### src/source/meshFieldPkg.sv
package meshFieldPkg;

    // every packet field is one 16-bit word
    localparam int wordWidth = 16;

    // sender or cluster head address
    typedef logic [wordWidth-1:0] nodeIdT;

    // distance from the cluster head, in hops
    typedef logic [wordWidth-1:0] hopCountT;

    // link quality, compared unsigned
    typedef logic [wordWidth-1:0] qValueT;

    // remaining battery of the sender
    typedef logic [wordWidth-1:0] energyT;

    // all ones marks "no node picked yet"
    localparam nodeIdT noNode = '1;

    // all ones marks an unknown hop count
    localparam hopCountT noHops = '1;

endpackage

### src/source/neighborTablePkg.sv
package neighborTablePkg;

    // hard ceiling on entries, fixes the index width
    localparam int maxTableDepth = 32;

    // depth used unless the top level picks a smaller one
    localparam int defaultTableDepth = 32;

    // slot number inside the neighbor table
    typedef logic [$clog2(maxTableDepth)-1:0] tableIndexT;

    // neighbor count, one bit wider so a full table fits
    typedef logic [$clog2(maxTableDepth):0] tableCountT;

endpackage

### src/source/neighborTable.sv
`timescale 1ns/1ps

module neighborTable
    import meshFieldPkg::*, neighborTablePkg::*;
#(
    parameter int tableDepth = defaultTableDepth
)(
    input  logic       clk,
    input  logic       nrst,
    input  logic       hbReset,
    input  logic       latchValid,
    input  logic       sameCluster,
    input  logic       bestQualified,
    input  nodeIdT     srcId,
    input  hopCountT   srcHops,
    input  qValueT     srcQValue,
    input  energyT     srcEnergy,
    input  hopCountT   srcHopsFromCh,
    output nodeIdT     nodeId,
    output hopCountT   nodeHops,
    output energyT     nodeEnergy,
    output qValueT     nodeQValue,
    output tableIndexT neighborIndex,
    output logic       done,
    output logic       recValid,
    output nodeIdT     recId,
    output qValueT     recQValue,
    output hopCountT   recHopsFromCh,
    output logic       recQualified
);

    // per entry valid flag and sender id
    logic       entryValid [tableDepth];
    nodeIdT     entryId    [tableDepth];
    tableCountT neighborCount;

    // lookup results
    logic [tableDepth-1:0] hitVec;
    tableIndexT            hitIndex;
    tableIndexT            freeIndex;
    logic                  hit;
    logic                  accept;
    logic                  allocate;
    logic                  writeRec;

    // parallel compare against every live entry
    always_comb begin
        for (int i = 0; i < tableDepth; i++) begin
            hitVec[i] = entryValid[i] && (entryId[i] == srcId);
        end
    end

    // one-hot to index, OR of the set positions
    always_comb begin
        hitIndex = '0;
        for (int i = 0; i < tableDepth; i++) begin
            if (hitVec[i]) begin
                hitIndex = hitIndex | tableIndexT'(i);
            end
        end
    end

    assign hit       = |hitVec;
    // next free slot is the count itself, entries fill in order
    assign freeIndex = neighborCount[$bits(tableIndexT)-1:0];
    assign accept    = latchValid && sameCluster && !hbReset;
    // full table drops a new sender
    assign allocate  = accept && !hit && (neighborCount < tableCountT'(tableDepth));
    assign writeRec  = (accept && hit) || allocate;

    // valid bits and count
    always_ff @(posedge clk or negedge nrst) begin
        if (!nrst) begin
            neighborCount <= '0;
            for (int i = 0; i < tableDepth; i++) begin
                entryValid[i] <= 1'b0;
            end
        end else if (hbReset) begin
            neighborCount <= '0;
            for (int i = 0; i < tableDepth; i++) begin
                entryValid[i] <= 1'b0;
            end
        end else if (allocate) begin
            entryValid[freeIndex] <= 1'b1;
            neighborCount         <= neighborCount + 1'b1;
        end
    end

    // id storage, guarded by the valid bits
    always_ff @(posedge clk) begin
        if (allocate) begin
            entryId[freeIndex] <= srcId;
        end
    end

    // record for the neighbor table write, plus done
    always_ff @(posedge clk or negedge nrst) begin
        if (!nrst) begin
            done          <= 1'b0;
            nodeId        <= '0;
            nodeHops      <= noHops;
            nodeEnergy    <= '0;
            nodeQValue    <= '0;
            neighborIndex <= '0;
        end else begin
            done <= writeRec;
            if (writeRec) begin
                nodeId        <= srcId;
                nodeHops      <= srcHops;
                nodeEnergy    <= srcEnergy;
                nodeQValue    <= srcQValue;
                neighborIndex <= hit ? hitIndex : freeIndex;
            end
        end
    end

    // every packet goes on to stage 3, cluster match or not
    always_ff @(posedge clk or negedge nrst) begin
        if (!nrst) begin
            recValid     <= 1'b0;
            recQualified <= 1'b0;
        end else begin
            recValid     <= latchValid && !hbReset;
            recQualified <= bestQualified;
        end
    end

    // forwarded payload
    always_ff @(posedge clk) begin
        if (latchValid) begin
            recId         <= srcId;
            recQValue     <= srcQValue;
            recHopsFromCh <= srcHopsFromCh;
        end
    end

    // allocation only on a miss, so an id lives in at most one slot
    assert property (@(posedge clk) disable iff (!nrst) $onehot0(hitVec));

    assert property (@(posedge clk) disable iff (!nrst)
        neighborCount <= tableCountT'(tableDepth));

endmodule

### src/source/nextHopSelect.sv
`timescale 1ns/1ps

module nextHopSelect
    import meshFieldPkg::*;
(
    input  logic     clk,
    input  logic     nrst,
    input  logic     hbReset,
    input  logic     recValid,
    input  nodeIdT   recId,
    input  qValueT   recQValue,
    input  hopCountT recHopsFromCh,
    input  logic     recQualified,
    input  nodeIdT   chosenCh,
    input  hopCountT hopsFromCh,
    output nodeIdT   chosenHop
);

    // best Q-value among candidates one hop closer
    qValueT   maxQValue;
    hopCountT hopsNeeded;
    logic     consider;
    logic     oneHopFromCh;
    logic     closerHop;
    logic     betterQ;

    // candidate must sit exactly one hop nearer the head
    assign hopsNeeded   = hopsFromCh - hopCountT'(1);
    assign consider     = recValid && recQualified && !hbReset;
    assign oneHopFromCh = (hopsFromCh == hopCountT'(1));
    assign closerHop    = (recHopsFromCh == hopsNeeded);

    // higher Q wins, lower id breaks a tie
    assign betterQ = (recQValue > maxQValue) ||
                     ((recQValue == maxQValue) && (recId < chosenHop));

    always_ff @(posedge clk or negedge nrst) begin
        if (!nrst) begin
            chosenHop <= noNode;
            maxQValue <= '0;
        end else if (hbReset) begin
            chosenHop <= noNode;
            maxQValue <= '0;
        end else if (consider) begin
            if (oneHopFromCh) begin
                // head is a direct neighbor, always send there
                chosenHop <= chosenCh;
            end else if (closerHop && betterQ) begin
                chosenHop <= recId;
                maxQValue <= recQValue;
            end
        end
    end

endmodule

### src/source/packetLatch.sv
`timescale 1ns/1ps

module packetLatch
    import meshFieldPkg::*;
(
    input  logic     clk,
    input  logic     nrst,
    input  logic     en,
    input  logic     hbReset,
    input  logic     iAmDestination,
    input  nodeIdT   fSourceId,
    input  hopCountT fSourceHops,
    input  qValueT   fQValue,
    input  energyT   fEnergyLeft,
    input  hopCountT fHopsFromCh,
    input  nodeIdT   fChosenCh,
    input  nodeIdT   chosenCh,
    output logic     latchValid,
    output logic     sameCluster,
    output logic     bestQualified,
    output nodeIdT   srcId,
    output hopCountT srcHops,
    output qValueT   srcQValue,
    output energyT   srcEnergy,
    output hopCountT srcHopsFromCh
);

    // heartbeat wins over a packet in the same cycle
    logic capture;

    assign capture = en && !hbReset;

    // control bits, cleared by nrst
    always_ff @(posedge clk or negedge nrst) begin
        if (!nrst) begin
            latchValid    <= 1'b0;
            sameCluster   <= 1'b0;
            bestQualified <= 1'b0;
        end else begin
            latchValid <= capture;
            if (capture) begin
                // cluster membership decided here only
                sameCluster   <= (fChosenCh == chosenCh);
                bestQualified <= iAmDestination;
            end
        end
    end

    // packet fields, only meaningful with latchValid
    always_ff @(posedge clk) begin
        if (capture) begin
            srcId         <= fSourceId;
            srcHops       <= fSourceHops;
            srcQValue     <= fQValue;
            srcEnergy     <= fEnergyLeft;
            srcHopsFromCh <= fHopsFromCh;
        end
    end

endmodule

### src/source/qtuFmbTop.sv
`timescale 1ns/1ps

module qtuFmbTop
    import meshFieldPkg::*, neighborTablePkg::*;
#(
    parameter int tableDepth = defaultTableDepth
)(
    input  logic       clk,
    input  logic       nrst,
    input  logic       en,
    input  logic       iAmDestination,
    input  logic       hbReset,
    input  nodeIdT     fSourceId,
    input  hopCountT   fSourceHops,
    input  qValueT     fQValue,
    input  energyT     fEnergyLeft,
    input  hopCountT   fHopsFromCh,
    input  nodeIdT     fChosenCh,
    input  nodeIdT     chosenCh,
    input  hopCountT   hopsFromCh,
    output nodeIdT     nodeId,
    output hopCountT   nodeHops,
    output energyT     nodeEnergy,
    output qValueT     nodeQValue,
    output tableIndexT neighborIndex,
    output nodeIdT     chosenHop,
    output logic       done
);

    // stage 1 to stage 2
    logic     latchValid;
    logic     sameCluster;
    logic     bestQualified;
    nodeIdT   srcId;
    hopCountT srcHops;
    qValueT   srcQValue;
    energyT   srcEnergy;
    hopCountT srcHopsFromCh;

    // stage 2 to stage 3
    logic     recValid;
    nodeIdT   recId;
    qValueT   recQValue;
    hopCountT recHopsFromCh;
    logic     recQualified;

    packetLatch uLatch (
        .clk, .nrst, .en, .hbReset, .iAmDestination,
        .fSourceId, .fSourceHops, .fQValue, .fEnergyLeft, .fHopsFromCh, .fChosenCh,
        .chosenCh,
        .latchValid, .sameCluster, .bestQualified,
        .srcId, .srcHops, .srcQValue, .srcEnergy, .srcHopsFromCh
    );

    neighborTable #(.tableDepth(tableDepth)) uTable (
        .clk, .nrst, .hbReset,
        .latchValid, .sameCluster, .bestQualified,
        .srcId, .srcHops, .srcQValue, .srcEnergy, .srcHopsFromCh,
        .nodeId, .nodeHops, .nodeEnergy, .nodeQValue, .neighborIndex, .done,
        .recValid, .recId, .recQValue, .recHopsFromCh, .recQualified
    );

    nextHopSelect uSelect (
        .clk, .nrst, .hbReset,
        .recValid, .recId, .recQValue, .recHopsFromCh, .recQualified,
        .chosenCh, .hopsFromCh,
        .chosenHop
    );

endmodule

### config.mk
export PLATFORM = sky130hd
export DESIGN_NAME = qtuFmbTop
export DESIGN_NICKNAME = d
export VERILOG_FILES = /design/src/source/meshFieldPkg.sv /design/src/source/neighborTablePkg.sv /design/src/source/neighborTable.sv /design/src/source/nextHopSelect.sv /design/src/source/packetLatch.sv /design/src/source/qtuFmbTop.sv
export SDC_FILE = /design/constraint.sdc
export NUM_CORES = 1
export LEC_CHECK = 0
export ABC_AREA = 0
export ABC_CLOCK_PERIOD_IN_PS = 4200
export BUFFER_PORTS_ARGS = -buffer_cell sky130_fd_sc_hd__buf_2
export CAP_MARGIN = 5
export CORE_UTILIZATION = 55
export CTS_CLUSTER_SIZE = 20
export DETAILED_ROUTE_END_ITERATION = 16
export PLACE_DENSITY = 0.76
export SLEW_MARGIN = 10
export SYNTH_ARGS = -nofsm -noshare
export SYNTH_HDL_FRONTEND = slang
export SYNTH_HIERARCHICAL = 1
export SYNTH_SLANG_ARGS = --single-unit
### constraint.sdc
create_clock -name clk -period 4.2 [get_ports clk]
set_input_delay 0.84 -clock clk [delete_from_list [all_inputs] [get_ports clk]]
set_output_delay 0.84 -clock clk [all_outputs]
set_load 0.02 [all_outputs]
**Word level (Yosys, flattened, before mapping)**

Memory sizes are Yosys's and may differ from the RTL's.
Cells that the tools add are included.
W data, S select, Z words.

- Reduce and logical (&&, ||, !) cells: 55
- $add $sub $neg: 2
- Eq/ne operators: 37
- Mux-type cells: 62
- Bitwise operators: 2
- Order comparisons: 5

Operators by type and width:

| operator | number |
|---|---|
| $eq A16 B16 Y1 | 35 |
| $mux W16 | 20 |
| $mux W32 | 3 |
| $mux W5 | 17 |
| $logic_and A1 B1 Y1 | 44 |
| $mux W4 | 8 |
| $or A32 B32 Y32 | 1 |
| $reduce_or A32 Y1 | 1 |
| $mux W6 | 3 |
| $eq A16 B1 Y1 const B | 1 |
| $gt A16 B16 Y1 | 1 |
| $lt A16 B16 Y1 | 1 |
| $sub A16 B1 Y16 const B | 1 |
| $mux W3 | 4 |
| $add A6 B1 Y6 const B | 1 |
| $ge A6 B6 Y1 const B | 1 |
| $lt A6 B1 Y1 const B | 1 |
| $lt A6 B6 Y1 const B | 1 |
| $not A5 Y6 | 1 |
| $reduce_bool A2 Y1 | 3 |
| $demux W1 S5 | 1 |
| $mux W1 | 4 |
| $mux W2 | 2 |
| $reduce_and A3 Y1 | 1 |
| 5 further kinds | 7 |

- Memory bits (writable): 512
- Input port bits: 133
- Word-level logic and storage cells: 218
- Output and inout bits: 86
- Memories kept: 1
- Register bits: 273

Memory list:

| name | depth | width | read ports | clocked after memory_dff | wr ports | RTL line | source |
|---|---|---|---|---|---|---|---|
| uTable.entryId | 32 | 16 | 32 | 0 | 1 | neighborTable.sv:34 | `nodeIdT entryId [tableDepth];` |

**Longest topological paths before layout**

An unclocked memory read counts as a cell.

- Depth after elaboration: 35
- Mapped depth: 13
- Gate-level depth less buffers: 9

**Cells and area by module**

Netlist, hierarchy kept.

By module, submodules not included:

| module | seq. area each (um2) | area each (um2) | times used | cells an instance |
|---|---|---|---|---|
| neighborTable | 19588.8 | 28065.7 | 1 | 1744 |
| nextHopSelect | 820.8 | 3080.5 | 1 | 336 |
| packetLatch | 2477.4 | 2677.6 | 1 | 107 |

**Worst setup path after synthesis**

Ideal clock, no wire load.

- Path type: input-to-reg
- From: in hbReset
- To: reg uLatch.bestQualified
- Buffers on the path: 0
- Data required time: 4.117 ns
- Stages on the path: 2
- Arrival: 5.153 ns
- Slack: -1.036 ns
- Setup time: 0.083 ns
- Path through: nor2b_1 -> mux2_2

- Word-level cells in the longest chain between the ends: 2

RTL lines:

| item | RTL line | source |
|---|---|---|
| start: declaration | qtuFmbTop.sv:12 | `input logic hbReset,` |
| $logic_not A1 Y1 | packetLatch.sv:31 | `assign capture = en && !hbReset;` |
| $logic_and A1 B1 Y1 | packetLatch.sv:31 |  |
| end signal: assignment | packetLatch.sv:44 | `bestQualified <= iAmDestination;` |
| end: declaration | packetLatch.sv:20 | `output logic bestQualified,` |

Every way passes these cells.
A chain may end at the register's enable or synchronous reset.

**Final worst setup path**

- From: reg uLatch.srcId[5]
- To: mem uTable/entryId[8][11] in the netlist's numbering (enable)

- Word-level cells in the longest chain between the ends: 8
- Elaborated cells between the ends (all ways): 70
- Those cells by class: eq/ne: 32; mux: 2; reduce/logical: 36

RTL lines:

| item | RTL line | source |
|---|---|---|
| start: declaration | packetLatch.sv:21 | `output nodeIdT srcId,` |
| start signal: assignment | packetLatch.sv:52 | `srcId <= fSourceId;` |
| $eq A16 B16 Y1 | neighborTable.sv:49 | `hitVec[i] = entryValid[i] && (entryId[i] == srcId);` |
| $logic_and A1 B1 Y1 | neighborTable.sv:49 |  |
| $reduce_or A32 Y1 * | neighborTable.sv:63 | `assign hit = \|hitVec;` |
| $logic_not A1 Y1 * | neighborTable.sv:68 | `assign allocate = accept && !hit && (neighborCount < tableCountT'(tableDepth));` |
| $logic_and A1 B1 Y1 * (2 in series) | neighborTable.sv:68 |  |
| $mux W1 * | neighborTable.sv:91 | `if (allocate) begin` |
| $mux W1 (not written as such) * | neighborTable.sv:92 | `entryId[freeIndex] <= srcId;` |
| end: declaration | neighborTable.sv:34 |  |

Every way passes the cells marked *; elsewhere a longest branch is shown, timed or not.

==> results.py <==
metrics = {
    "critical_path": {
        "cp_num_buf_inv": 3,
        "r2r-end": "uTable/entryId[8][11]",
        "crit_chain": "buf_12 > xor2_1 > nor3_1 > a22oi_1 > nand4_2 > nor4_4 > nand2_2 > buf_12 > nor3_2 > buf_4",
        "crit_top_cell": "buf_12",
        "endpoint_kind": "register",
        "cp.arrival_ns": 3.91,
        "crit_family": "simple AND/OR/NAND/NOR gates",
        "r2r_slack_ns": 0.61,
        "cp-start-kind": "register",
        "cp_slowest_cell": "a22oi_1",
        "rr_worst_depth": 10,
        "cpPeakStageDelay_ns": 0.51,
        "criticalPathCategory": "register to register",
        "crit_required_ns": 4.51,
        "path_max_fanout": 46,
        "rr_startpoint": "uLatch/srcId[5]",
    },
    "logic_synthesis": {
        "synth_top_family_by_area": "XOR/XNOR gates",
        "syn_nets": 2357,
        "ys_seq_area_share_pct": 67.7,
        "synth.area.mux_share_pct": 3.73,
        "syn_avg_cell_area_um2": 15.5,
        "yosysWarningCount": 6,
        "ys_seq_elements": 785,
        "synthCells": 2187,
        "synth_fa_ha_area_share_pct": 1.37,
        "ys.flop_type": "edfxtp_1",
        "synth_xor_area_share_pct": 14.1,
        "synth_edf_count": 640,
        "synth_area_um2": 33800,
        "synth-simple-area-share_pct": 7.13,
        "synthArstFlopShare_pct": 18.5,
        "synth-compound-area-share_pct": 2.93,
        "yosysUniqueCellTypes": 69,
    },
    "grt": {
        "grt_max_degree": 93,
        "antenna_found_initial": 2,
        "grt_usage_pct": 23.9,
        "grt_pass1_vias": 19700,
        "grt_pass1_wl_um": 115000,
        "grt_overflow": 0,
    },
    "placement": {
        "dpl_cell_area_um2": 36400,
        "dpl_worst_slack_ns": 0.578,
        "dp_hpwl_um": 45500,
        "gp_congestion": 0.906,
        "io_buffers": 218,
    },
    "job": {
        "cap_violations": 0,
    },
    "floorplan": {
        "die_y_um": 250,
        "design.portCount": 219,
        "row_count": 90,
        "dieArea_um2": 62500,
        "fp.dieW_um": 250,
        "initial_utilization_pct": 55.8,
        "core_um2": 60600,
    },
    "sta": {
        "finalMaxSlewViolations": 0,
        "rsz0062_at_grt": "false",
        "fin_crit_sh_pct": 85.6,
        "clock_skew_ns": 0.0263,
        "slew_headroom_pct": 36.4,
        "hold-worst-slack_ns": 0.331,
        "fmax_mhz": 278,
        "min_period_ns": 3.59,
        "hold_violations": 0,
        "setup_ws_ns": 0.605,
        "setup_viol": 0,
        "tightest_slew_ns": 0.954,
    },
    "power_and_ir_drop": {
        "powerDensity_nw_per_um2": 433,
        "finalPower_uw": 16900,
        "p_leak_uw": 0.0136,
        "ir_worst_vdd_uv": 248,
    },
    "clock_network": {
        "clock-sinks": 785,
        "cts_buffers": 80,
        "clk_path_buf_depth": 3,
        "postCtsHoldBufs": 0,
        "clock_latency_ns": 0.64,
        "cts_max_level": 3,
        "cts_root_buffer": "clkbuf_16",
        "post_cts_buffers": 0,
        "clk_pin_slew_ns": 0.06,
        "cts_tree": "done",
        "cts_resized": 0,
    },
    "final_layout": {
        "final_area_um2": 39100,
        "largest_reg_flops": 512,
        "final_common_cell": "edfxtp_1",
        "post-route-util_pct": 64.5,
        "n_fill_cell": 4182,
        "fin_nets": 2656,
        "top_regs": "uTable/entryId (512), uTable/entryValid (32)",
        "area_growth_pct": 15.5,
        "mostFrequentLayoutCells": "edfxtp_1 (640), xnor2_1 (464), buf_2 (217), dfrtp_1 (112), nand4_1 (100)",
        "drive_above_1_share_pct": 23.1,
        "top_register": "uTable/entryId",
    },
    "route": {
        "wl_um": 73700,
        "drt_first_pass_iters": 5,
        "via_count": 18900,
        "drt_iter0_drc": 1633,
        "drtAntennaViolNets": 0,
        "wl_per_cell_um": 22.1,
        "viasPerCell": 5.66,
        "drcViolationCount": 0,
    },
    "worst_hold_path": {
        "hp-class": "input pin to async pin",
    },
    "outcome": {
        "status": "finished, final reports clean",
    },
}
-- power by group --
| part | total [µW] | internal [µW] | switching [µW] |
|---|---|---|---|
| registers | 8640 | 8580 | 59.7 |
| logic | 1100 | 430 | 666 |
| clock network | 7200 | 4270 | 2930 |
| total | 16900 | 13300 | 3660 |
-- layer usage --
metal  track usage, %  routed length [µm]  up-vias
met3             3.49                3830      116
li1                 -                   -     8575
met4             7.71                1670        0
met5                0                   0        -
met1             32.2               31400     9678
met2             40.1               36700      512
-- how the worst max path moves through the flow --
stage / slack (ns) / to / from / cells past startpoint
floorplan: -0.03 / uTable/entryId[13][0] / uLatch/srcId[11] / 11
global placement: 0.61 / uSelect/maxQValue[14] / hopsFromCh[0] / 10
detailed placement: 0.58 / uSelect/maxQValue[3] / hopsFromCh[1] / 10
CTS: 0.64 / uTable/entryId[8][11] / uLatch/srcId[5] / 10
global route: 0.50 / uTable/entryId[8][11] / uLatch/srcId[11] / 12
finish: 0.61 / uTable/entryId[8][11] / uLatch/srcId[5] / 10
-- area by class of cell --
class	count	area, µm²	area share (%)
sequential	785	22900	58.6
multi-input combinational	1231	10000	25.7
timing repair buffer	318	2220	5.69
clock buffer	110	2220	5.67
tap	782	978	2.50
clock inverter	37	462	1.18
inverter	70	263	0.672
antenna	2	5.00	0.0128
-- through the flow --
step / setup TNS (ns) / std cells
global route: 0 / 3335
detailed placement: 0 / 3186
CTS: 0 / 3333
finish: 0 / 3335
global placement: 0 / 3186
floorplan: -7.76 / 2187
-- kinds of logic after synthesis --
group | after synthesis
AOI/OAI and AO/OA | 128
adders and majority gates | 37
buffers and inverters | 171
xor gates and xnor gates | 544
and+or+nand+nor | 417
DFF | 785
muxes | 105
-- cells in the mapped netlist (9+ instances only) --
cell type    n  share of area (%)
buf_2       13               0.19
mux2_2      38                1.3
nor2b_1     18               0.33
ha_1        37                1.4
a211oi_1    18               0.40
dfstp_2     32                2.5
a21oi_1     17               0.25
buf_6       24               0.80
nor3_1      89                1.3
edfxtp_1   640                 57
nor2_1      24               0.27
a22oi_2      9               0.33
o32ai_1     23               0.60
nor4_1      17               0.31
xor2_1      80                2.1
nand4_1    100                1.8
o21ai_0     13               0.19
clkbuf_1    21               0.23
buf_4       34               0.75
mux2_4      30                1.3
xnor2_1    464                 12
nand2_1     39               0.43
nand2b_1    41               0.76
inv_1       70               0.78
and3_1      11               0.20
dfrtp_1    113                8.4
mux2i_1     35                1.0
nand3_1     42               0.62
(Power assumes the default switching activity.)
